===== config.mk =====
export PLATFORM = sky130hd
export DESIGN_NAME = txn_logger
export DESIGN_NICKNAME = d
export VERILOG_FILES = /design/src/spi_emu_pkg.sv /design/src/txn_logger.sv
export SDC_FILE = /design/constraint.sdc
export NUM_CORES = 1
export LEC_CHECK = 0
export ABC_CLOCK_PERIOD_IN_PS = 3500
export BUFFER_PORTS_ARGS = -buffer_cell sky130_fd_sc_hd__buf_2
export CAP_MARGIN = 0
export CORE_ASPECT_RATIO = 1.2
export CORE_MARGIN = 8
export CORE_UTILIZATION = 55
export DETAILED_ROUTE_END_ITERATION = 6
export PLACE_DENSITY = 0.83
export RECOVER_POWER = 100
export SYNTH_ARGS = -nofsm -noshare
export SYNTH_HDL_FRONTEND = slang
export SYNTH_SLANG_ARGS = --single-unit

===== constraint.sdc =====
create_clock -name clk -period 3.5 [get_ports clk]
set_input_delay 1.05 -clock clk [delete_from_list [all_inputs] [get_ports clk]]
set_output_delay 1.05 -clock clk [all_outputs]
set_load 0.02 [all_outputs]

===== src/spi_emu_pkg.sv =====
////////////////////////////////////////////////////////////////////////////
// shared widths, enums and bundles for the SPI flash emulator
// only the low mem_aw bits of the 24-bit SPI address reach the memory,
// so the 1 KB image repeats across the whole address space
////////////////////////////////////////////////////////////////////////////

package spi_emu_pkg;

	// SPI address width, one 24-bit word
	localparam int addr_w = 24;
	// image memory address width, 1 KB
	localparam int mem_aw = 10;
	localparam int mem_depth = 1 << mem_aw;

	// byte driven when no memory data is available
	localparam logic [7:0] idle_byte = 8'hFF;

	// only plain read is served, everything else reads as idle bytes
	typedef enum logic [7:0] {
		op_read = 8'h03
	} opcode_e;

	typedef enum logic [2:0] {
		st_idle,
		st_opcode,
		st_addr,
		st_data,
		st_ignore
	} seq_state_e;

	// host image load port
	typedef struct packed {
		logic [mem_aw-1:0] addr;
		logic [7:0]        data;
		logic              strobe;
	} host_wr_t;

	// sequencer read request, data returns one cycle later
	typedef struct packed {
		logic [mem_aw-1:0] addr;
		logic              strobe;
	} mem_rd_t;

	// one logged read, address bytes first, 32 bits total
	typedef struct packed {
		logic [addr_w-1:0] addr;
		logic [7:0]        data;
	} log_entry_t;

endpackage

===== src/txn_logger.sv =====
////////////////////////////////////////////////////////////////////////////
// read transaction logger, four bytes per entry on a valid/ready stream
// holds one entry only, captures arriving while busy are lost
// all-zero entries are never sent
////////////////////////////////////////////////////////////////////////////

`timescale 1ns/100ps

module txn_logger (
	input  logic                    clk,
	input  logic                    rst_n,
	input  logic                    log_capture,
	input  spi_emu_pkg::log_entry_t log_entry,
	output logic [7:0]              log_data,
	output logic                    log_valid,
	input  logic                    log_ready
);

	localparam int log_w = $bits(spi_emu_pkg::log_entry_t);

	// bytes still to send, 0 means idle
	logic [2:0]       cnt;
	logic [log_w-1:0] sh;
	logic             take;
	logic             xfer;

	assign take = log_capture && (cnt == 3'd0) && (log_entry != '0);
	assign xfer = log_valid && log_ready;

	always_ff @(posedge clk or negedge rst_n) begin
		if (!rst_n) begin
			cnt <= '0;
		end else if (take) begin
			cnt <= 3'd4;
		end else if (xfer) begin
			cnt <= cnt - 3'd1;
		end
	end

	// entry shifts up a byte per transfer, most significant byte first
	always_ff @(posedge clk) begin
		if (take)
			sh <= log_entry;
		else if (xfer)
			sh <= {sh[log_w-9:0], 8'h00};
	end

	// both driven from registers so they hold under back-pressure
	assign log_valid = (cnt != 3'd0);
	assign log_data  = sh[log_w-1 -: 8];

endmodule


==> summary.txt <==
Global route
  • Vias in the first global route: 1,096
  • Gr ovfl total: 0
  • GRT Util Overall: 13.3%
  • Largest net degree at the start of global routing: 33
  • Initial antenna violation count: 0
  • First-pass GRT wire length: 5.05 mm

Synth
  • Most frequent cell after synthesis: edfxtp_1
  • Synthesized area: 1650 um2
  • Post-synth top area share: 58.3%
  • Seq/Total Area, Yosys: 62.9%
  • Syn_area_per_cell: 14.7 um2
  • Top post-synthesis cells by area: edfxtp_1, mux2_2, dfrtp_1, buf_4, nor4_1
  • Post-synth top cells: edfxtp_1, mux2_2, inv_1
  • Ys async rst share: 8.57%
  • Post-synth EDFFs: 32
  • Most used DFF post-synth: edfxtp_1
  • Cell taking the most area after synthesis: edfxtp_1
  • Synth Instances: 112
  • FF+latch count, synth: 35
  • Synth Warn #: 0
  • Count of distinct cell types in the synthesized netlist: 18
  • Synthesized net count: 150

Worst setup path
  • WP data arrival: 2.90 ns
  • Crit path max fanout: 32
  • Reg2Reg Depth: 6
  • Critical-path cell list: buf_2 -> nor4_1 -> nand4_1 -> o2111ai_4 -> clkbuf_1 -> nand2_1 -> buf_4
  • Crit path capture type: flip-flop
  • Worst r2r src: cnt[0]
  • Req. time, crit path: 3.56 ns
  • CP startpoint kind: input port
  • CP peak stage delay: 0.45 ns
  • Slowest CP cell: o2111ai_4
  • Reg-to-reg slack, setup: 1.46 ns
  • Setup CP Type: input port to flip-flop
  • R2r endpoint: sh[24]

Floorplanning
  • # IOs: 45
  • Site row count: 21
  • Die Footprint: 5010 um2
  • Die extent in y: 76.0 um
  • DIE WIDTH: 66.0 um
  • Core ar.: 2840 um2
  • Initial Utilization: 58.1%

Clocking
  • Postcts setup bufs: 0
  • CTS max path bufs: 2
  • Hold Buf Count CTS: 0
  • Clk sinks: 35
  • Post-CTS sizing: 0
  • Root Driver: clkbuf_4
  • CTS tree: built
  • Clk slew on worst S/H paths: 0.10 ns
  • H-tree lvl count: 2
  • CTS Buf Count: 5
  • Worst-skew pair later-pin latency: 0.34 ns

Layout
  • Synth-to-Final Area Change: 15.0%
  • Cell Count, Final, Fillers Out: 190
  • Ant. Diodes: 0
  • Share of layout cells above drive strength 1: 42.9%
  • Nets: 193
  • Fin area: 1900 um2

Power
  • Leakage Power: 0.787 nW
  • Peak supply drop: 436 uV
  • Switching part of the total power: 29.6%
  • Share of total power in combinational logic: 30.1%
  • Pint: 0.932 mW
  • NetSw: 0.392 mW
  • PwrDens: 699 nW/um2
  • Flop pwr share: 52.8%
  • Clock Power Share: 17.1%

STA
  • Crit path time final: 2.84 ns
  • Max frequency: 352 MHz
  • Period utilisation layout: 81.2%
  • Setup violations, final: 0
  • RSZ-0062 raised after global routing: false
  • Final Hold Viols: 0
  • Clock Skews: 0.00586 ns
  • Max Slew Vio Count: 0
  • Fin Hold WS: 0.502 ns
  • Max-slew headroom: 71.1%
  • Worst Tran Pin Value: 0.434 ns
  • Post-route setup TNS: 0 ns

Run status
  • Status: finished clean

Place
  • Post-DP Area: 1850 um2
  • Routability Congestion: 0.725
  • Dpl hpwl: 2.37 mm
  • Port bufs: 44
  • Placed insts: 182

Job
  • Max cap viols: 0

Detailed routing
  • Drt first-iter violations: 27
  • DRC Markers: 0
  • Number of iterations in the first detailed-routing pass: 3
  • Routed WL: 3.12 mm
  • Routed len/inst: 16.4 um
  • Antenna viol nets, final: 0
  • Vias/cell: 5.22
  • Via count: 992

Worst hold path
  • Worst hold path class: input port to asynchronous set/reset pin
## cells in the final DEF, fill, tap and decap left out
master,instances
buf_2,34
edfxtp_1,32
mux2_2,23
clkbuf_1,12
inv_1,11
nor4_1,8
nor2_1,8
clkbuf_4,5
nand2_1,3
dfrtp_1,3
nand4_1,2
xnor2_1,2
ha_1,2
nand2b_1,1
o2111ai_4,1
mux2_1,1
mux2i_1,1
and2_1,1
and2_0,1
nand3_1,1
clkbuf_8,1
clkinv_2,1
buf_4,1
buf_12,1
## sequential cells by signal, indices dropped and copies added (netlist names)
name and cells:
cnt 3, sh 32
## metrics by stage
| stage | total power [mW] | setup WS (ns) | util, % |
|---|---|---|---|
| after global placement | 1.10 | 0.477 | 65.3 |
| after CTS | 1.35 | 0.793 | 67.4 |
| after global routing | 1.40 | 0.542 | 66.8 |
| after floorplan | 1.04 | 0.348 | - |
| after detailed placement | 1.13 | 0.431 | 65.3 |
| final | 1.32 | 0.659 | 66.8 |
## layer usage
metal / vias up / global-route usage (%) / wire [um]
met2: 41 / 22.5 / 1610
met5: - / 0 / 0
met1: 451 / 13.1 / 1130
li1: 490 / - / -
met3: 10 / 5.29 / 284
met4: 0 / 7.92 / 93
## critical path: cells and delay by family
family | cells | cell delay (ns)
AOI/OAI and AO/OA | 1 | 0.45
buffers and inverters | 3 | 0.72
and+or+nand+nor | 3 | 0.67
## how the worst max path moves through the flow
stage	slack (ns)	startpoint	end
6_report	0.66	log_entry[24]	sh[24]
5_1_grt	0.54	log_entry[6]	sh[0]
4_1_cts	0.79	log_entry[6]	sh[0]
3_5_place_dp	0.43	log_entry[6]	sh[26]
3_3_place_gp	0.48	log_entry[6]	sh[27]
2_1_floorplan	0.35	log_entry[17]	sh[0]
## power by group through the flow
stage	clock network (mW)	registers [mW]	logic (mW)
after floorplan	0	0.693	0.349
after global placement	0	0.696	0.401
after detailed placement	0	0.708	0.418
after CTS	0.234	0.699	0.421
after global routing	0.252	0.713	0.436
final	0.227	0.698	0.399
## kinds of logic after synthesis
kind of cell,Yosys count,share of synthesized area (%)
xor+xnor,2,1.06
simple gates,25,7.74
compound gates,1,1.59
flops,35,62.9
fa+ha+maj,2,1.52
mux,25,17.0
buf+inv,22,8.20
## layout make-up
cell class              instances  area [um2]
flip-flops and latches         35        1040
fillers                       215         942
multi-input cells              55         477
repair buffers                 47         239
clock buffers                   7        55.1
well taps                      34        42.5
inverters                      11        41.3
clock inverters                 1        5.00
Note: power is estimated with default switching activity, not from simulation.
