### src/spi_shifter.sv
////////////////////////////////////////////////////////////////////////////
// SPI mode 0 target shifter running entirely on clk
// spi_clk must stay at least 6 clk cycles per half period
// tx_load puts the MSB out at once, the next falling edge is skipped
////////////////////////////////////////////////////////////////////////////

`timescale 1ns/100ps

module spi_shifter (
	input  logic       clk,
	input  logic       rst_n,
	input  logic       spi_clk,
	input  logic       spi_cs_n,
	input  logic       spi_mosi,
	output logic       spi_miso,
	output logic [7:0] rx_data,
	output logic       rx_strobe,
	output logic       cs_rise,
	input  logic [7:0] tx_data,
	input  logic       tx_load
);

	// two synchronizer flops plus one history flop for edge detection
	logic [2:0] clk_sync;
	logic [2:0] cs_sync;
	logic [1:0] mosi_sync;

	logic       clk_rise;
	logic       clk_fall;
	logic       cs_high;

	logic [2:0] bit_cnt;
	logic [6:0] rx_shift;
	logic [7:0] tx_shift;
	// set by a load so the following falling edge keeps the MSB
	logic       skip_fall;

	always_ff @(posedge clk or negedge rst_n) begin
		if (!rst_n) begin
			clk_sync  <= '0;
			cs_sync   <= '1;
			mosi_sync <= '0;
		end else begin
			clk_sync  <= {clk_sync[1:0], spi_clk};
			cs_sync   <= {cs_sync[1:0], spi_cs_n};
			mosi_sync <= {mosi_sync[0], spi_mosi};
		end
	end

	assign clk_rise = clk_sync[1] & ~clk_sync[2];
	assign clk_fall = ~clk_sync[1] & clk_sync[2];
	assign cs_high  = cs_sync[1];

	always_ff @(posedge clk or negedge rst_n) begin
		if (!rst_n) begin
			bit_cnt   <= '0;
			rx_strobe <= 1'b0;
			cs_rise   <= 1'b0;
			tx_shift  <= '1;
			skip_fall <= 1'b0;
		end else begin
			rx_strobe <= 1'b0;
			cs_rise   <= cs_sync[1] & ~cs_sync[2];
			if (cs_high) begin
				// deselected, restart byte framing and idle the line high
				bit_cnt   <= '0;
				tx_shift  <= '1;
				skip_fall <= 1'b0;
			end else begin
				if (clk_rise) begin
					bit_cnt <= bit_cnt + 3'd1;
					if (bit_cnt == 3'd7)
						rx_strobe <= 1'b1;
				end
				if (tx_load) begin
					tx_shift  <= tx_data;
					skip_fall <= 1'b1;
				end else if (clk_fall) begin
					if (skip_fall)
						skip_fall <= 1'b0;
					else
						tx_shift <= {tx_shift[6:0], 1'b1};
				end
			end
		end
	end

	// receive data path, MSB first
	always_ff @(posedge clk) begin
		if (!cs_high && clk_rise) begin
			rx_shift <= {rx_shift[5:0], mosi_sync[1]};
			if (bit_cnt == 3'd7)
				rx_data <= {rx_shift, mosi_sync[1]};
		end
	end

	assign spi_miso = tx_shift[7];

endmodule

### config.mk
export PLATFORM = sky130hd
export DESIGN_NAME = spi_shifter
export DESIGN_NICKNAME = d
export VERILOG_FILES = /design/src/spi_shifter.sv
export SDC_FILE = /design/constraint.sdc
export NUM_CORES = 1
export LEC_CHECK = 0
export ABC_CLOCK_PERIOD_IN_PS = 1700
export BUFFER_PORTS_ARGS = -buffer_cell sky130_fd_sc_hd__buf_2
export CORE_UTILIZATION = 48
export DETAILED_ROUTE_END_ITERATION = 12
export PLACE_DENSITY = 0.73
export SLEW_MARGIN = 20
export SYNTH_ARGS = -nofsm -noshare
export SYNTH_HDL_FRONTEND = slang
export SYNTH_SLANG_ARGS = --single-unit
### constraint.sdc
create_clock -name clk -period 1.7 [get_ports clk]
set_input_delay 0.255 -clock clk [delete_from_list [all_inputs] [get_ports clk]]
set_output_delay 0.255 -clock clk [all_outputs]
set_load 0.005 [all_outputs]
==> flow_summary.yaml, run 1 <==
routing:
  drc: 0
  drtIter0Drc: 19
  routedWlPerCell_um: 13.6
  drt_pass1_iterations: 4
  via_count: 741
  vias_per_cell: 5.08
  wirelength_um: 1990
  postRouteAntennaNets: 0
setup_path:
  path_cells: "nand2b_1, nor2_1, and2_1"
  cp_slowest_cell: "dfrtp_1"
  critical_path_required_ps: 1720
  r2r.worst_path.cells: 3
  path_class: "flip-flop to flip-flop"
  cp_max_fo: 8
  worst-r2r-setup-slack_ps: 250
  cp_slowest_stage_delay_ps: 380
  reg2reg_to: "rx_data[0]$_DFFE_PP_"
  end_kind: "flip-flop"
  reg2reg_from: "clk_sync[2]$_DFF_PN0_"
  arrival_ps: 1470
  critPathLaunchType: "flip-flop"
grt:
  grt_max_degree: 23
  grt_first_pass_wirelength_um: 3330
  grtUsageTotal_pct: 14.9
  grt_pass1_vias: 747
  overflow: 0
  antenna_found_initial: 0
synth:
  synthTopCellsByArea: "edfxtp_1, dfstp_2, dfrtp_1"
  synth_top_area_cell: "edfxtp_1"
  synth_nets: 96
  syn_inst: 80
  synth_top_area_share_pct: 32.7
  synthDistinctLibCells: 19
  synth_mux_area_share_pct: 7.45
  synth_compound_area_share_pct: 7.27
  synth-simple-area-share_pct: 7.91
  synth_top_family_by_area: "simple AND/OR/NAND/NOR gates"
  synthAdderAreaFrac_pct: 1.82
  ys_seq_area_share_pct: 73.7
  ys_warn_count: 0
  synth_seq_cells: 37
  syn-cell-area_um2: 1380
  avgSynthCellArea_um2: 17.2
  synthXorXnorAreaFrac_pct: 0.636
power:
  combPwrFrac_pct: 7.2
  p_leak_nw: 0.684
  seq_power_share_pct: 64.2
  switching_share_pct: 23.1
  p_int_mw: 1.20
  pwr-share-clk_pct: 28.6
  power_density_nw_per_um2: 963
  power.total_mw: 1.56
  ir_drop_v: 0.000728
  p_switching_uw: 362
sta:
  setup_tns_ps: 0
  clock_skew_ps: 10.2
  maxSlewViolCount: 0
  worstMarginPinSlew_ps: 470
  period_share_pct: 85.3
  fmax_ghz: 0.690
  rsz0062_at_grt: "no"
  fin_crit_ps: 1450
  hold_violations: 0
  setup_viol: 0
  slew-limit-headroom_pct: 68.7
die:
  core_area_um2: 2730
  dieArea_um2: 3090
  ios: 25
  rows: 19
  chipHeight_um: 55.5
  start_util_pct: 50.3
  die_x_um: 55.5
clocking:
  ctsResizeCount: 0
  numCtsBuffers: 5
  clock-sinks: 37
  htreeDepth: 2
  clk-insertion-delay-late_ps: 340
  cts_tree: "done"
  clock-root-buffer: "clkbuf_4"
  clk_path_buf_depth: 2
  cts.clk_slew.worst_paths_ps: 110
hold_path:
  hold_path_class: "primary input to flip-flop"
  hold_depth: 3
  holdPathEnd: "tx_shift[0]$_DFFE_PN1P_"
  hold_start: "tx_data[0]"
cells_and_area:
  drive_gt1_share_pct: 51.3
  final_cell_count_no_fill: 146
  nets: 130
  insertedDiodeCount: 0
  fin_util_pct: 59.3
  areaGrowthSynthToFinish_pct: 17.8
placed_design:
  portBuffers: 24
  dp_hpwl_um: 1290
  gp_congestion: 0.687
  place_inst: 134
flow_run:
  cap_violations: 0
outcome:
  status: "completed"
[worst max-delay path by stage]
| stage | to | start | slack, ps |
|---|---|---|---|
| 2_1_floorplan | rx_data[0]$_DFFE_PP_ | clk_sync[2]$_DFF_PN0_ | 50 |
| 3_3_place_gp | rx_data[3]$_DFFE_PP_ | clk_sync[2]$_DFF_PN0_ | 310 |
| 3_5_place_dp | rx_data[3]$_DFFE_PP_ | clk_sync[2]$_DFF_PN0_ | 250 |
| 4_1_cts | rx_data[0]$_DFFE_PP_ | clk_sync[2]$_DFF_PN0_ | 230 |
| 5_1_grt | rx_data[0]$_DFFE_PP_ | clk_sync[2]$_DFF_PN0_ | 140 |
| 6_report | rx_data[0]$_DFFE_PP_ | clk_sync[2]$_DFF_PN0_ | 250 |
[area by class of cell]
cell class | instances | area [um2]
clock buffers | 5 | 37.5
well taps | 31 | 38.8
flip-flops and latches | 37 | 1010
clock inverters | 3 | 17.5
fillers | 234 | 1110
multi-input cells | 41 | 345
repair buffers | 29 | 168
[sequential cells by signal, summed over array words and instances, names as in the netlist, 2 cells and up]
signal	count
bit_cnt	3
clk_sync	3
cs_sync	3
mosi_sync	2
rx_data	8
rx_shift	7
tx_shift	8
[power groups by stage]
| stage | registers (mW) | logic (mW) | clock network, mW |
|---|---|---|---|
| floorplan | 1.01 | 0.0714 | 0 |
| global placement | 1.02 | 0.102 | 0 |
| detailed placement | 1.02 | 0.106 | 0 |
| CTS | 1.00 | 0.114 | 0.469 |
| global route | 1.01 | 0.125 | 0.501 |
| finish | 1.00 | 0.112 | 0.447 |
[placed cells by master, fill, tap and decap left out, drive strengths merged]
cell,count
ha,2
nor2b,8
dlygate4sd3,4
clkinv,3
a2bb2oi,1
nor2,7
dfrtp,11
a211o,7
o21ai,1
edfxtp,15
clkbuf,5
a21oi,1
xor2,1
and2,2
buf,25
dfstp,11
mux2i,2
mux2,7
nand2b,2
[cell usage after synthesis]
| master | n |
|---|---|
| edfxtp_1 | 15 |
| nor2b_1 | 8 |
| mux2i_1 | 2 |
| buf_2 | 1 |
| xor2_1 | 1 |
| ha_1 | 2 |
| nor2_1 | 6 |
| a211o_2 | 7 |
| a21oi_1 | 1 |
| buf_6 | 1 |
| mux2_4 | 1 |
| nand2b_1 | 2 |
| and2_1 | 2 |
| a2bb2oi_1 | 1 |
| dfstp_2 | 11 |
| o21ai_4 | 1 |
| mux2_2 | 6 |
| nor2_4 | 1 |
| dfrtp_1 | 11 |
[cell families (layout without fill, tap and decap cells)]
kind of cell	after synthesis	count (layout)
AO/OA/AOI/OAI	10	10
XOR/XNOR	1	1
adder cells (fa/ha/maj)	2	2
buffers and inverters	2	37
flip-flops	37	37
multiplexers	9	9
AND/OR/NAND/NOR	19	19
[what timing repair did]
item | in CTS | in global routing
hold buffers | 4 | 0
setup buffers | 0 | 0
hold endpoints to repair | 14 | 0
[worst max-delay path, delay by kind of cell (launching register included)]
family	cells	cell delay, ps
flops	1	380
simple gates	3	740
[routing by layer]
layer | GRT usage [%] | up-vias | wire length [um]
met4 | 8.57 | 0 | 59
met1 | 18.2 | 365 | 873
met2 | 22.0 | 17 | 951
met3 | 6.32 | 7 | 100
met5 | 0 | - | 0
li1 | - | 352 | -
[through the flow]
step	hold WS (ps)	setup WS, ps	area [um2]
2_1_floorplan	-40.6	53.0	1380
3_3_place_gp	233	315	1530
3_5_place_dp	242	247	1530
4_1_cts	154	232	1620
5_1_grt	183	141	1620
6_report	172	251	1620
Note: power is estimated with default switching activity, not from simulation.
==> run 2, diff against run 1 <==
--- a/config.mk
+++ b/config.mk
@@ -10,6 +10,7 @@
 export CORE_UTILIZATION = 48
 export DETAILED_ROUTE_END_ITERATION = 12
 export PLACE_DENSITY = 0.73
+export REMOVE_ABC_BUFFERS = 1
 export SLEW_MARGIN = 20
 export SYNTH_ARGS = -nofsm -noshare
 export SYNTH_HDL_FRONTEND = slang
==> run 2 against run 1 <==
Against the previous run: sequential cell count did not move; global-route usage fell by 0.23 points; worst setup slack got worse by 1.1 ps; design area fell by 1.6%; hold slack got worse by 140 ps; core utilization fell by 0.96 points; sequential power barely moved; first-iteration DRC count fell by 53%; largest power group unchanged.
==> flow_summary.yaml, run 2 (synthesis results as in run 1) <==
outcome:
  status: "completed"
setup_path:
  critical_path_required_ps: 1700
  cp_slowest_stage_delay_ps: 390
  critPathLaunchType: "flip-flop"
  crit_family: "simple AND/OR/NAND/NOR gates"
  startpoint: "clk_sync[2]$_DFF_PN0_"
  cp_slowest_cell: "dfrtp_1"
  worst-r2r-setup-slack_ps: 250
  path_class: "flip-flop to flip-flop"
  path_cells: "nand2b_1, nor2_1, and2_1"
  cp_max_fo: 8
  arrival_ps: 1450
  critPathBufInv: 0
  end_kind: "flip-flop"
  reg2reg_from: "clk_sync[2]$_DFF_PN0_"
routing:
  postRouteAntennaNets: 0
  drt_pass1_iterations: 4
  via_count: 722
  vias_per_cell: 5.01
  drc: 0
  routedWlPerCell_um: 12.6
  drtIter0Drc: 9
  wirelength_um: 1810
grt:
  antenna_found_initial: 0
  grt_first_pass_wirelength_um: 3210
  grtUsageTotal_pct: 14.6
  overflow: 0
  grt_pass1_vias: 697
  grt_max_degree: 23
sta:
  hold_violations: 0
  slew-limit-headroom_pct: 69.4
  setup_tns_ps: 0
  clock_skew_ps: 4.87
  worstMarginPinSlew_ps: 460
  setup_viol: 0
  maxSlewViolCount: 0
  period_share_pct: 85.3
  rsz0062_at_grt: "no"
  fin_crit_ps: 1450
  fmax_ghz: 0.689
cells_and_area:
  layout_common_cells: "buf_2, edfxtp_1, dfrtp_1, dfstp_2, nor2b_1"
  insertedDiodeCount: 0
  areaGrowthSynthToFinish_pct: 15.9
  final_common_cell: "buf_2"
  final_cell_count_no_fill: 144
  nets: 128
  drive_gt1_share_pct: 50.4
  top_regs: "rx_data: 8 flops, tx_shift: 8 flops, rx_shift: 7 flops"
clocking:
  cts.clk_slew.worst_paths_ps: 90
  clock-sinks: 37
  numCtsBuffers: 5
  ctsResizeCount: 0
  postCtsSetupBuffers: 0
  clock-root-buffer: "clkbuf_4"
  cts_tree: "done"
  clk_path_buf_depth: 2
  htreeDepth: 2
  clk-insertion-delay-late_ps: 320
hold_path:
  hold_path_class: "primary input to flip-flop"
  hold_start: "spi_mosi"
placed_design:
  gp_congestion: 0.650
  portBuffers: 24
  place_inst: 134
  dp_hpwl_um: 1260
power:
  power.total_mw: 1.52
  power_density_nw_per_um2: 954
  p_leak_nw: 0.670
  ir_drop_v: 0.000694
die:
  rows: 19
  dieArea_um2: 3090
  die_x_um: 55.5
  core_area_um2: 2730
  start_util_pct: 50.3
  ios: 25
  chipHeight_um: 55.5
flow_run:
  cap_violations: 0
-- run 2: cell count changes in the layout (fill, tap and decap cells not counted) --
cell	delta
clkbuf_1	+3
dlygate4sd3_1	-2
clkinv_1	-1
clkinv_4	-1
clkinv_2	-1
-- run 2: report_power, final --
group          internal, mW  switching [mW]  leakage (nW)
clock                 0.165           0.248        0.0265
sequential            0.981          0.0230         0.391
combinational        0.0603          0.0459         0.253
total                  1.21           0.317         0.670
-- run 2: cell type report --
type,instances,area (um2)
Clock buffer,8,48.8
Tap cell,31,38.8
Timing Repair Buffer,27,148
Multi-Input combinational cell,41,345
Fill cell,232,1140
Sequential cell,37,1010
-- run 2: final timing paths --
check	endpoint	depth (start not counted)
worst min-delay path	mosi_sync[0]$_DFF_PN0_	1
worst max register to register	rx_data[5]$_DFFE_PP_	3
max in group asynchronous	cs_sync[1]$_DFF_PN1_	2
worst max-delay path	rx_data[5]$_DFFE_PP_	3
worst min register to register	mosi_sync[1]$_DFF_PN0_	0
min in group asynchronous	cs_rise$_DFF_PN0_	2
-- run 2: what timing repair did --
action                                  4_1_cts  5_1_grt
hold buffers                                  1        1
endpoints found under the setup margin        0        0
hold endpoints to repair                     11        1
-- run 2: per-layer routing --
metal  GRT usage (%)  up-vias  wire (um)
li1                -      353          -
met1            18.6      340        811
met2            20.7       23        820
met3            5.15        6        110
met4            10.7        0         70
met5               0        -          0
-- run 2: metrics by stage --
| stage | instance area [um2] | setup slack, ps | utilization [%] | hold slack, ps |
|---|---|---|---|---|
| 3_3_place_gp | 1530 | 320 | 55.8 | 237 |
| 4_1_cts | 1590 | 223 | 58.0 | 2.76 |
| 3_5_place_dp | 1530 | 241 | 55.8 | 240 |
| 6_report | 1600 | 249 | 58.4 | 31.4 |
| 5_1_grt | 1600 | 116 | 58.4 | 2.45 |
| 2_1_floorplan | 1360 | 53.0 | - | -40.6 |
==> run 3, diff against run 2 <==
--- a/config.mk
+++ b/config.mk
@@ -7,7 +7,9 @@
 export LEC_CHECK = 0
 export ABC_CLOCK_PERIOD_IN_PS = 1700
 export BUFFER_PORTS_ARGS = -buffer_cell sky130_fd_sc_hd__buf_2
-export CORE_UTILIZATION = 48
+export CELL_PAD_IN_SITES_DETAIL_PLACEMENT = 0
+export CELL_PAD_IN_SITES_GLOBAL_PLACEMENT = 1
+export CORE_UTILIZATION = 40
 export DETAILED_ROUTE_END_ITERATION = 12
 export PLACE_DENSITY = 0.73
 export REMOVE_ABC_BUFFERS = 1
==> run 3 against run 2 <==
Against the previous run: sequential share of layout area down 1.8 points; register-to-register slack about the same; critical path depth unchanged; clock-buffer cell count unchanged; maximum frequency down 0.25%; largest cell class unchanged.
==> flow_summary.yaml, run 3 (synthesis results as in run 1) <==
clocking:
  htreeDepth: 2
  clock-sinks: 37
  ctsResizeCount: 0
  cts_tree: "done"
  hold_buffers: 1
  clk_path_buf_depth: 2
  numCtsBuffers: 5
  cts.clk_slew.worst_paths_ps: 90
  postCtsSetupBuffers: 0
  clock-root-buffer: "clkbuf_4"
  clk-insertion-delay-late_ps: 330
sta:
  worst_slack_ps: 246
  period_share_pct: 85.5
  clock_skew_ps: 8.60
  setup_tns_ps: 0
  fin_crit_ps: 1450
  fmax_ghz: 0.688
  hold_violations: 0
  maxSlewViolCount: 0
  slew-limit-headroom_pct: 68.8
  rsz0062_at_grt: "no"
  setup_viol: 0
  whs_ps: 188
  worstMarginPinSlew_ps: 469
routing:
  routedWlPerCell_um: 12.2
  drtIter0Drc: 14
  drc: 0
  drt_pass1_iterations: 4
  postRouteAntennaNets: 0
  via_count: 727
  vias_per_cell: 4.57
  wirelength_um: 1940
cells_and_area:
  drive_gt1_share_pct: 50.4
  multi_input_area_um2: 345
  fillCellCount: 288
  fin_util_pct: 52.1
  layout_common_cells: "buf_2, edfxtp_1, dfrtp_1, dfstp_2, nor2b_1"
  final_common_cell: "buf_2"
  nets: 130
  seqCellArea_um2: 1010
  insertedDiodeCount: 0
  top_regs: "rx_data: 8 flops, tx_shift: 8 flops, rx_shift: 7 flops"
  finish.instance_area_um2: 1640
  final_cell_count_no_fill: 159
  areaGrowthSynthToFinish_pct: 19.3
setup_path:
  cp_max_fo: 8
  r2r.worst_path.cells: 3
  critical_path_required_ps: 1690
  end_kind: "flip-flop"
  path_class: "flip-flop to flip-flop"
  critPathLaunchType: "flip-flop"
  arrival_ps: 1450
placed_design:
  gp_congestion: 0.645
  portBuffers: 24
  place_inst: 147
  placed_area_um2: 1540
  dp_slack_ps: 226
die:
  core_area_um2: 3150
  dieArea_um2: 3680
  start_util_pct: 43.7
  ios: 25
  rows: 20
  die_x_um: 60.7
  chipHeight_um: 60.7
grt:
  grt_max_degree: 23
  grt_first_pass_wirelength_um: 3170
  grtUsageTotal_pct: 13.3
  overflow: 0
  grt_pass1_vias: 665
  antenna_found_initial: 0
power:
  ir_drop_v: 0.000456
  p_leak_nw: 0.684
  power.total_mw: 1.57
  power_density_nw_per_um2: 956
flow_run:
  cap_violations: 0
hold_path:
  hold_path_class: "primary input to flip-flop"
  hold_depth: 3
outcome:
  status: "completed"
run 3: final timing paths:
check                                       startpoint  slack (ps)                       to
min in group asynchronous                        rst_n         400    skip_fall$_DFFE_PN0P_
worst min register to register  mosi_sync[0]$_DFF_PN0_         360   mosi_sync[1]$_DFF_PN0_
worst max-delay path             clk_sync[2]$_DFF_PN0_         250     rx_data[1]$_DFFE_PP_
max in group asynchronous                        rst_n         950  tx_shift[0]$_DFFE_PN1P_
worst max register to register   clk_sync[2]$_DFF_PN0_         250     rx_data[1]$_DFFE_PP_
worst min-delay path                        tx_data[0]         190  tx_shift[0]$_DFFE_PN1P_
run 3: critical path, cell delays in order, from the launching register on:
cell	delay, ps
dfrtp_1	380
nand2b_1	220
nor2_1	140
and2_1	370
run 3: where the power goes:
group	switching, mW	internal [mW]
logic	0.0476	0.0634
clock network	0.251	0.204
registers	0.0230	0.980
total	0.322	1.25
run 3: layer usage:
metal | share of wire, % | track usage [%] | wire, um
met1 | 46 | 16.6 | 896
met2 | 46 | 17.4 | 885
met3 | 5.2 | 7.04 | 101
met4 | 2.8 | 9.74 | 54
met5 | 0 | 0 | 0
run 3: cell type report:
class                           instances  area share (%)
Multi-Input combinational cell         41            21.0
Sequential cell                        37            61.8
Timing Repair Buffer                   29            10.2
Tap cell                               44            3.35
Clock buffer                            8            3.58
