File: src/spi_emu_pkg.sv
////////////////////////////////////////////////////////////////////////////
// shared widths, enums and bundles for the SPI flash emulator
// only the low mem_aw bits of the 24-bit SPI address reach the memory,
// so the 1 KB image repeats across the whole address space
////////////////////////////////////////////////////////////////////////////

package spi_emu_pkg;

	// SPI address width, one 24-bit word
	localparam int addr_w = 24;
	// image memory address width, 1 KB
	localparam int mem_aw = 10;
	localparam int mem_depth = 1 << mem_aw;

	// byte driven when no memory data is available
	localparam logic [7:0] idle_byte = 8'hFF;

	// only plain read is served, everything else reads as idle bytes
	typedef enum logic [7:0] {
		op_read = 8'h03
	} opcode_e;

	typedef enum logic [2:0] {
		st_idle,
		st_opcode,
		st_addr,
		st_data,
		st_ignore
	} seq_state_e;

	// host image load port
	typedef struct packed {
		logic [mem_aw-1:0] addr;
		logic [7:0]        data;
		logic              strobe;
	} host_wr_t;

	// sequencer read request, data returns one cycle later
	typedef struct packed {
		logic [mem_aw-1:0] addr;
		logic              strobe;
	} mem_rd_t;

	// one logged read, address bytes first, 32 bits total
	typedef struct packed {
		logic [addr_w-1:0] addr;
		logic [7:0]        data;
	} log_entry_t;

endpackage
File: src/read_sequencer.sv
////////////////////////////////////////////////////////////////////////////
// read command decoder and memory fetch sequencer
// only op_read touches memory, other opcodes answer with idle bytes
// memory data is passed straight to tx_data on its return cycle
////////////////////////////////////////////////////////////////////////////

`timescale 1ns/100ps

module read_sequencer (
	input  logic                    clk,
	input  logic                    rst_n,
	input  logic [7:0]              rx_data,
	input  logic                    rx_strobe,
	input  logic                    cs_rise,
	output logic [7:0]              tx_data,
	output logic                    tx_load,
	output spi_emu_pkg::mem_rd_t    mem_rd,
	input  logic [7:0]              rd_data,
	output logic                    critical,
	output logic                    log_capture,
	output spi_emu_pkg::log_entry_t log_entry
);

	spi_emu_pkg::seq_state_e state;
	spi_emu_pkg::opcode_e    opcode_q;

	logic [1:0]                     addr_cnt;
	logic [spi_emu_pkg::addr_w-1:0] addr_q;
	logic [spi_emu_pkg::addr_w-1:0] addr_next;
	logic [spi_emu_pkg::mem_aw-1:0] rd_ptr;
	// read return and idle load pipelines
	logic                           rd_valid;
	logic                           idle_ld;
	logic                           idle_ld_q;
	// at least one data byte fully clocked out
	logic                           sent;
	logic                           first_done;
	logic [7:0]                     first_byte;

	// address including the byte just received
	assign addr_next = {addr_q[spi_emu_pkg::addr_w-9:0], rx_data};

	always_ff @(posedge clk or negedge rst_n) begin
		if (!rst_n) begin
			state       <= spi_emu_pkg::st_idle;
			opcode_q    <= spi_emu_pkg::op_read;
			addr_cnt    <= '0;
			addr_q      <= '0;
			rd_ptr      <= '0;
			mem_rd      <= '0;
			rd_valid    <= 1'b0;
			idle_ld     <= 1'b0;
			idle_ld_q   <= 1'b0;
			critical    <= 1'b0;
			log_capture <= 1'b0;
			sent        <= 1'b0;
			first_done  <= 1'b0;
			first_byte  <= '0;
		end else begin
			mem_rd.strobe <= 1'b0;
			log_capture   <= 1'b0;
			idle_ld       <= 1'b0;
			rd_valid      <= mem_rd.strobe;
			idle_ld_q     <= idle_ld;
			if (cs_rise) begin
				// end of transaction, release memory and log completed reads
				state    <= spi_emu_pkg::st_idle;
				critical <= 1'b0;
				if (state == spi_emu_pkg::st_data && sent)
					log_capture <= 1'b1;
			end else begin
				case (state)
					spi_emu_pkg::st_idle: begin
						if (rx_strobe) begin
							opcode_q <= spi_emu_pkg::opcode_e'(rx_data);
							state    <= spi_emu_pkg::st_opcode;
						end
					end
					spi_emu_pkg::st_opcode: begin
						if (opcode_q == spi_emu_pkg::op_read) begin
							critical <= 1'b1;
							addr_cnt <= '0;
							state    <= spi_emu_pkg::st_addr;
						end else begin
							state <= spi_emu_pkg::st_ignore;
						end
					end
					spi_emu_pkg::st_addr: begin
						if (rx_strobe) begin
							addr_q   <= addr_next;
							addr_cnt <= addr_cnt + 2'd1;
							if (addr_cnt == 2'd2) begin
								// third address byte, fetch the first data byte
								mem_rd.strobe <= 1'b1;
								mem_rd.addr   <= addr_next[spi_emu_pkg::mem_aw-1:0];
								rd_ptr        <= addr_next[spi_emu_pkg::mem_aw-1:0] + 1'b1;
								sent          <= 1'b0;
								first_done    <= 1'b0;
								state         <= spi_emu_pkg::st_data;
							end
						end
					end
					spi_emu_pkg::st_data: begin
						if (rd_valid && !first_done) begin
							first_byte <= rd_data;
							first_done <= 1'b1;
						end
						if (rx_strobe) begin
							// prefetch next byte, pointer wraps at memory depth
							sent          <= 1'b1;
							mem_rd.strobe <= 1'b1;
							mem_rd.addr   <= rd_ptr;
							rd_ptr        <= rd_ptr + 1'b1;
						end
					end
					spi_emu_pkg::st_ignore: begin
						if (rx_strobe)
							idle_ld <= 1'b1;
					end
					default: state <= spi_emu_pkg::st_idle;
				endcase
			end
		end
	end

	assign tx_load   = rd_valid | idle_ld_q;
	assign tx_data   = rd_valid ? rd_data : spi_emu_pkg::idle_byte;
	assign log_entry = '{addr: addr_q, data: first_byte};

endmodule

File: config.mk
export PLATFORM = sky130hd
export DESIGN_NAME = read_sequencer
export DESIGN_NICKNAME = d
export VERILOG_FILES = /design/src/spi_emu_pkg.sv /design/src/read_sequencer.sv
export SDC_FILE = /design/constraint.sdc
export NUM_CORES = 1
export LEC_CHECK = 0
export BUFFER_PORTS_ARGS = -buffer_cell sky130_fd_sc_hd__buf_2
export CORE_UTILIZATION = 40
export CTS_CLUSTER_SIZE = 12
export DETAILED_ROUTE_END_ITERATION = 10
export SYNTH_ARGS = -nofsm -noshare
export SYNTH_HDL_FRONTEND = slang
export SYNTH_SLANG_ARGS = --single-unit
File: constraint.sdc
create_clock -name clk -period 2.8 [get_ports clk]
set_input_delay 0.42 -clock clk [delete_from_list [all_inputs] [get_ports clk]]
set_output_delay 0.42 -clock clk [all_outputs]
set_load 0.01 [all_outputs]
==> flow_summary.ini, run 1 <==
[global_route]
grt_antenna_before_repair = 0
overflow = 0
first_global_vias = 2484
track_usage_pct = 18.96
grt_pass1_wl_mm = 12.77
grt_max_degree = 74

[sta]
fmax_mhz = 463.8
slew_headroom_pct = 38.28
tns_ns = 0
grt_setup_unrepaired = false
finClkSkew_ns = 0.01098
slew_violations = 0
hold_violations = 0
tightest_slew_ns = 0.9258
setup_violations = 0
fin_crit_ns = 2.156
period_share_pct = 77.00

[cts]
h-tree-depth = 3
cts_hold_buf = 0
path_clk_slew_ns = 0.08
cts_buffers = 9
cts_tree = built
cts_setup_buffers = 0
cts_root_buf = clkbuf_8
cts.sinks = 73
cts_resized = 0
cts_buffer_depth = 2
insertion_delay_ns = 0.35

[logic_synthesis]
ys.warnings.count = 0
yosys.cell_types.count = 51
netlist.area_leader.share_pct = 50.84
synth_cells = 313
syn_area_sq_mm = 0.003495
ys_ff_latch = 73
yosys_most_used_dff = dfrtp_1
yosys.area.top_type = dfrtp_1
avgSynthCellArea_sq_um = 11.16
ys_async_sr_fraction_pct = 100.0
synth_area_leaders = dfrtp_1 (51%), mux2_4 (7.7%), mux2_2 (6.8%)
ys_seq_area_share_pct = 52.35
synth_edf_count = 0
syn_nets = 335

[finish]
final_common_cell = buf_2
area_growth_pct = 16.72
final_cell_mix = buf_2 (72), dfrtp_1 (71), nand2_1 (28), nor2_1 (23), mux2_2 (21)
utilization_pct = 48.90
fin_nets = 399
final_layout_size_suffix_gt1_share_pct = 35.60
num_antenna_cells = 0

[pwr]
power_mw = 2.129
power.leakage_nw = 2.106
vdd_drop_max_mv = 0.2757
p_per_area_mw_per_mm2 = 521.9

[critical_path]
cp-end-kind = register
crit_arrival_ns = 2.44
crit_type = register to register
start_kind = register
worst-r2r-cell-count = 8
crit_fanout = 11
critical_path_required_ns = 3.09

[route]
ant_nets = 0
wl_per_cell_microns = 16.30
drc = 0
wirelength_mm = 7.937
via_per_inst = 5.372
first_pass_iters = 4
via_count = 2616
drt_iter0_markers = 213

[placement]
port_buffers = 73
hpwl_mm = 5.279
routabilityCongestion = 0.8631

[die]
fp.dieH_microns = 95.47
pin_count = 74
rows = 33
die_area_sq_mm = 0.009115
design.core.area_sq_mm = 0.008341
die_x_microns = 95.47
start_util_pct = 41.90

[worst_hold_path]
min-delay-path-class = input pin to asynchronous set/reset pin

[run_status]
status = finished, final reports clean

[run]
drv_cap = 0
-- worst max-delay path: stages (launching register included) --
cell and delay, ns:
dfrtp_1 0.59, and3b_1 0.33, nand2_1 0.11, nand2_1 0.07, ha_1 0.40, a31oi_1 0.15, a211oi_1 0.28, nor2_1 0.07
nor2_1 0.09
-- per-stage QoR --
stage	instances	setup WS (ns)	hold WS, ns	area, sq um
4_1_cts	487	0.6559	0.2472	4079
2_1_floorplan	313	0.6675	0.1244	3495
3_3_place_gp	471	0.6731	0.3381	3882
6_report	487	0.6439	0.2122	4079
3_5_place_dp	471	0.6197	0.3410	3882
5_1_grt	487	0.4593	0.2877	4079
-- synth_stat cells, types with 3 or more instances --
| cell type | count |
|---|---|
| a22oi_1 | 9 |
| dfrtp_1 | 71 |
| mux2i_1 | 4 |
| clkbuf_1 | 9 |
| buf_1 | 3 |
| nand3_1 | 9 |
| nand4_1 | 4 |
| nor2_1 | 23 |
| nand2b_1 | 10 |
| a31oi_1 | 5 |
| nand2_1 | 28 |
| nor3_1 | 9 |
| inv_1 | 6 |
| and3_1 | 7 |
| o22ai_1 | 3 |
| o21ai_0 | 18 |
| buf_2 | 6 |
| mux2_4 | 18 |
| a21oi_1 | 11 |
| mux2_2 | 21 |
-- routing by layer --
| layer | routed length [microns] | GRT usage [%] | vias to the layer above |
|---|---|---|---|
| met4 | 170 | 8.831 | 0 |
| li1 | - | - | 1238 |
| met5 | 0 | 0 | - |
| met1 | 3617 | 26.05 | 1263 |
| met3 | 555 | 4.226 | 14 |
| met2 | 3593 | 28.39 | 101 |
-- cell families (layout without fill, tap and decap cells) --
family,after synthesis,count (layout),share of synthesized area [%]
mux,44,44,15.97
compound gates,61,61,11.06
buf+inv,30,99,4.762
xor+xnor,3,3,0.7520
flops,73,73,52.35
simple gates,100,100,14.39
fa+ha+maj,2,2,0.7160
-- report_power, final --
group	switching, mW	internal, mW
clock network	0.394	0.433
registers	0.0422	1.10
logic	0.0861	0.0693
-- sequential cells by signal, summed over array words and instances, names as in the netlist --
name,cells
sent,1
mem_rd,11
critical,1
idle_ld_q,1
rd_ptr,10
log_capture,1
first_byte,8
opcode_q,8
rd_valid,1
addr_cnt,2
idle_ld,1
first_done,1
addr_q,24
state,3
-- layout make-up --
type | count | area, sq um
well taps | 105 | 131.4
clock inverters | 5 | 55.05
inverters | 7 | 26.28
fillers | 810 | 4262
clock buffers | 11 | 141.4
flip-flops and latches | 73 | 1829
repair buffers | 76 | 390.4
multi-input cells | 210 | 1505
-- worst paths after layout --
kind                                       from  slack [ns]                   endpoint
max                        state[1]$_DFFE_PN0P_        0.64      rd_ptr[4]$_DFFE_PN0P_
min                                       rst_n        0.21      rd_ptr[2]$_DFFE_PN0P_
max reg2reg                state[1]$_DFFE_PN0P_        0.64      rd_ptr[4]$_DFFE_PN0P_
min reg2reg                   idle_ld$_DFF_PN0_        0.35        idle_ld_q$_DFF_PN0_
max in group asynchronous                 rst_n        1.99  first_byte[6]$_DFFE_PN0P_
min in group clk                     rd_data[3]        0.31  first_byte[3]$_DFFE_PN0P_
(Power assumes the default switching activity.)
==> run 2, diff against run 1 <==
==> constraint.sdc (replaced) <==
create_clock -name clk -period 2.2 [get_ports clk]
set_input_delay 0.33 -clock clk [delete_from_list [all_inputs] [get_ports clk]]
set_output_delay 0.33 -clock clk [all_outputs]
set_load 0.01 [all_outputs]
==> run 2 against run 1 <==
Fmax is 15% higher. Clock-buffer cell count is 1 lower. Worst setup slack worse by 0.31 ns. Global-route usage is 0.48 points higher. Critical path depth stayed put. Sequential cell count stayed put. Power is 38% higher. Sequential power is 27% higher. Combinational power is 40% higher. Wire length is 1.7% higher. Die area stayed put. Register-to-register slack worse by 0.31 ns.
==> flow_summary.ini, run 2 (synthesis gave the netlist of run 1 again) <==
[run_status]
status = finished, final reports clean

[pwr]
p_sw_mw = 0.6660
power.leakage_nw = 2.181
combPwrFrac_pct = 7.4
p_per_area_mw_per_mm2 = 700.6
p_int_mw = 2.281
clkPwrFrac_pct = 43.2
vdd_drop_max_mv = 0.3755
swShare_pct = 22.60
power_mw = 2.947
seq_power_share_pct = 49.4

[finish]
fin_nets = 408
final_layout_size_suffix_gt1_share_pct = 36.92
register_area_sq_mm = 0.001829
top_register = addr_q
num_antenna_cells = 0
final_common_cell = buf_2
reg_top3 = addr_q: 24 flops, mem_rd: 11 flops, rd_ptr: 10 flops
area_growth_pct = 20.37
multiInputGateArea_sq_mm = 0.001505
final_cell_mix = buf_2 (72), dfrtp_1 (71), nand2_1 (28), nor2_1 (23), mux2_2 (21)
largest_reg_flops = 24
nFillCells = 755

[run]
drv_cap = 0

[critical_path]
rr_startpoint = state[1]$_DFFE_PN0P_
rrSetupSlack_ns = 0.33
crit_fanout = 11
crit_arrival_ns = 2.14
worst-r2r-cell-count = 8
cp-end-kind = register
r2r_end = rd_ptr[4]$_DFFE_PN0P_
start_kind = register
critical_path_required_ns = 2.47
crit_type = register to register

[sta]
tns_ns = 0
setup_violations = 0
fin_crit_ns = 1.869
tightest_slew_ns = 0.4385
slew_violations = 0
period_share_pct = 84.94
slew_headroom_pct = 70.77
finClkSkew_ns = 0.007819
fmax_mhz = 535.1
hold_violations = 0
grt_setup_unrepaired = false

[global_route]
grt_antenna_before_repair = 0
grt_max_degree = 48
grt_pass1_wl_mm = 13.10
track_usage_pct = 19.45
first_global_vias = 2519
overflow = 0

[route]
wirelength_mm = 8.069
wl_per_cell_microns = 16.30
drt_iter0_markers = 159
drc = 0
via_per_inst = 5.339
first_pass_iters = 4
ant_nets = 0
via_count = 2643

[die]
design.core.area_sq_mm = 0.008341
rows = 33
fp.dieH_microns = 95.47
start_util_pct = 41.90
die_area_sq_mm = 0.009115
pin_count = 74
die_x_microns = 95.47

[worst_hold_path]
whs_path_depth = 2
min_to = first_byte[6]$_DFFE_PN0P_
hold_start = rd_data[6]
min-delay-path-class = input pin to register

[placement]
routabilityCongestion = 0.9253
port_buffers = 73
hpwl_mm = 5.569

[cts]
cts_buffer_depth = 2
insertion_delay_ns = 0.35
cts_buffers = 9
path_clk_slew_ns = 0.07
cts_tree = built
cts_setup_buffers = 0
cts.sinks = 73
cts_root_buf = clkbuf_8
cts_resized = 0
cts_hold_buf = 1
h-tree-depth = 3
run 2: cell type report:
class	instances	share of cell area (%)
inverters	7	0.6246
well taps	105	3.123
clock inverters	5	2.469
clock buffers	10	3.272
multi-input cells	210	35.78
repair buffers	85	11.24
flip-flops and latches	73	43.49
run 2: worst max-delay path by stage:
| stage | from | end | slack [ns] | depth (start not counted) |
|---|---|---|---|---|
| floorplan | state[1]$_DFFE_PN0P_ | rd_ptr[8]$_DFFE_PN0P_ | 0.07 | 11 |
| global placement | cs_rise | addr_q[22]$_DFFE_PN0P_ | 0.39 | 4 |
| detailed placement | cs_rise | addr_q[6]$_DFFE_PN0P_ | 0.37 | 4 |
| CTS | state[1]$_DFFE_PN0P_ | rd_ptr[4]$_DFFE_PN0P_ | 0.35 | 8 |
| global route | state[1]$_DFFE_PN0P_ | rd_ptr[4]$_DFFE_PN0P_ | 0.06 | 8 |
| finish | state[1]$_DFFE_PN0P_ | rd_ptr[4]$_DFFE_PN0P_ | 0.33 | 8 |
run 2: routing by layer:
| metal | up-vias | global-route usage, % | part of all wire [%] | wire length [microns] |
|---|---|---|---|---|
| li1 | 1258 | - | - | - |
| met1 | 1270 | 27.13 | 46 | 3727 |
| met2 | 101 | 29.35 | 46 | 3716 |
| met3 | 14 | 4.545 | 6.0 | 481 |
| met4 | 0 | 7.214 | 1.8 | 143 |
| met5 | - | 0 | 0 | 0 |
run 2: critical path: stages (launching register included):
cell and delay, ns:
dfrtp_1 0.45, and3b_1 0.24, nand2_1 0.08, nand2_1 0.08, ha_1 0.35, a31oi_1 0.13, a211oi_1 0.28, nor2_1 0.07
nor2_1 0.11
run 2: power groups by stage:
stage,logic [mW],registers [mW],clock network [mW]
after floorplan,0.133,1.46,0
after global placement,0.213,1.48,0
after detailed placement,0.218,1.48,0
after CTS,0.221,1.45,1.30
after global routing,0.245,1.46,1.37
final,0.217,1.46,1.27
run 2: metrics by stage:
| stage | cell area, sq um | util [%] | std cells | hold slack (ns) | setup slack (ns) |
|---|---|---|---|---|---|
| floorplan | 3495 | - | 313 | 0.03441 | 0.06755 |
| global placement | 3955 | 47.42 | 479 | 0.2762 | 0.3866 |
| detailed placement | 3955 | 47.42 | 479 | 0.2822 | 0.3702 |
| CTS | 4207 | 50.43 | 495 | 0.1996 | 0.3533 |
| global route | 4207 | 50.43 | 495 | 0.2049 | 0.05633 |
| finish | 4207 | 50.43 | 495 | 0.2141 | 0.3312 |
==> run 3, diff against run 2 <==
==> constraint.sdc (replaced) <==
create_clock -name clk -period 1.6 [get_ports clk]
set_input_delay 0.24 -clock clk [delete_from_list [all_inputs] [get_ports clk]]
set_output_delay 0.24 -clock clk [all_outputs]
set_load 0.01 [all_outputs]
==> run 3 against run 2 <==
The run now ends with setup timing left. Critical path depth up 1. Fmax up 7.9%. Clock-buffer cell count down 1. Sequential power up 36%. Final cell count up 8.3%.
==> flow_summary.ini, run 3 (synthesis gave the netlist of run 1 again) <==
[run_status]
status = complete, but fails checks
violations = setup timing

[critical_path]
rrSetupSlack_ns = -0.13
path_cells = and3b_2, nand2_2, nand2_2, ha_4, buf_6, a31oi_1, a211oi_2, nor2_1, nor2_1
cpPeakStageDelay_ns = 0.45
critical_path_required_ns = 1.85
crit_arrival_ns = 1.99
crit_fanout = 6
start_kind = register
cp-end-kind = register
crit_type = register to register
critPathSlowestCell = dfrtp_2

[global_route]
grt_antenna_before_repair = 0
overflow = 0
grt_pass1_wl_mm = 13.42
first_global_vias = 2692
track_usage_pct = 19.89
grt_max_degree = 52

[finish]
fin_nets = 448
area_growth_pct = 33.33
top_register = addr_q
reg_top3 = addr_q: 24 flops, mem_rd: 11 flops, rd_ptr: 10 flops
final_common_cell = buf_2
num_antenna_cells = 0
final_cell_mix = buf_2 (72), dfrtp_1 (69), buf_4 (41), nand2_1 (22)
final_layout_size_suffix_gt1_share_pct = 49.42
largest_reg_flops = 24

[route]
wirelength_mm = 8.583
via_count = 2854
via_per_inst = 5.325
drc = 0
wl_per_cell_microns = 16.01
ant_nets = 0
drt-met1-wl_mm = 3.754
drt_iter0_markers = 210
wl_met3_microns = 600
wl_met2_mm = 4.041
first_pass_iters = 5
route.top_layer_used = met4

[cts]
cts.sinks = 73
insertion_delay_ns = 0.36
cts_root_buf = clkbuf_8
path_clk_slew_ns = 0.08
cts_tree = built
cts_buffers = 9
h-tree-depth = 3
cts_buffer_depth = 2

[sta]
holdWs_ns = 0.1036
hold_violations = 0
slew_violations = 0
grt_setup_unrepaired = true
fmax_mhz = 577.2
setup_violations = 29
finClkSkew_ns = 0.005273
tightest_slew_ns = 0.3264
fin_crit_ns = 1.733
setup_ws_ns = -0.1326
slew_headroom_pct = 78.24
period_share_pct = 108.3

[die]
die_area_sq_mm = 0.009115
die_x_microns = 95.47
start_util_pct = 41.90
rows = 33
pin_count = 74
fp.dieH_microns = 95.47
design.core.area_sq_mm = 0.008341

[run]
drv_cap = 0

[pwr]
power_mw = 4.022
p_per_area_mw_per_mm2 = 863.1
vdd_drop_max_mv = 0.6426
power.leakage_nw = 2.390

[worst_hold_path]
min-delay-path-class = input pin to register

[placement]
port_buffers = 73
routabilityCongestion = 0.8783
hpwl_mm = 5.908
run 3: cell count changes in the layout (fill, tap and decap cells not counted), sizes merged:
cell and delta:
clkbuf -1, buf +40, inv +2, bufinv -1
clkinvlp +1
run 3: where the power goes:
part	switching, mW	internal, mW	leakage (nW)	total, mW
Sequential	0.0525	1.93	0.979	1.98
Clock	0.732	0.895	0.116	1.63
Combinational	0.213	0.196	1.30	0.409
Total	0.998	3.02	2.39	4.02
run 3: worst max-delay path, delay by kind of cell, from the launching register on:
kind	cells	cell delay (ns)
compound gates	2	0.33
fa+ha+maj	1	0.18
buf+inv	1	0.11
flops	1	0.45
simple gates	5	0.56
run 3: per-stage QoR:
step / setup TNS [ns] / setup WS, ns / util [%] / instance area [sq um] / cells
final: -1.874 / -0.1326 / 55.87 / 4659 / 536
after global routing: -3.299 / -0.2204 / 55.87 / 4659 / 536
after CTS: -1.612 / -0.08034 / 54.41 / 4538 / 531
after detailed placement: -3.349 / -0.1442 / 50.15 / 4183 / 507
after global placement: -2.020 / -0.07504 / 50.15 / 4183 / 507
after floorplan: -1.895 / -0.2590 / - / 3541 / 313
run 3: metal layers:
metal / global-route usage (%) / vias to the layer above
li1: - / 1346
met1: 26.06 / 1386
met2: 30.95 / 103
met3: 6.380 / 19
met4: 6.965 / 0
met5: 0 / -
run 3: timing repair:
item,CTS,global route
hold buffers,1,0
gates cloned,0,1
pin swaps,7,14
endpoints found under the hold margin,20,0
setup endpoints to repair,41,55
buffers inserted,7,4
resized for setup,23,21
run 3: worst paths after layout:
check                                     start                   endpoint  cells after the start
max in group asynchronous                 rst_n         rd_valid$_DFF_PN0_                      3
max                        state[1]$_DFFE_PN0P_      rd_ptr[4]$_DFFE_PN0P_                      9
min in group asynchronous                 rst_n    opcode_q[2]$_DFFE_PN0P_                      2
max reg2reg                state[1]$_DFFE_PN0P_      rd_ptr[4]$_DFFE_PN0P_                      9
min                                  rd_data[6]  first_byte[6]$_DFFE_PN0P_                      2
min reg2reg                   idle_ld$_DFF_PN0_        idle_ld_q$_DFF_PN0_                      0
run 3: cell type report:
type | instances | area [sq um]
Sequential cell | 73 | 1832
Clock buffer | 9 | 123.9
Timing Repair Buffer | 125 | 823.3
Inverter | 7 | 30.03
Tap cell | 105 | 131.4
Fill cell | 734 | 3681
Multi-Input combinational cell | 210 | 1617
Clock inverter | 7 | 102.6
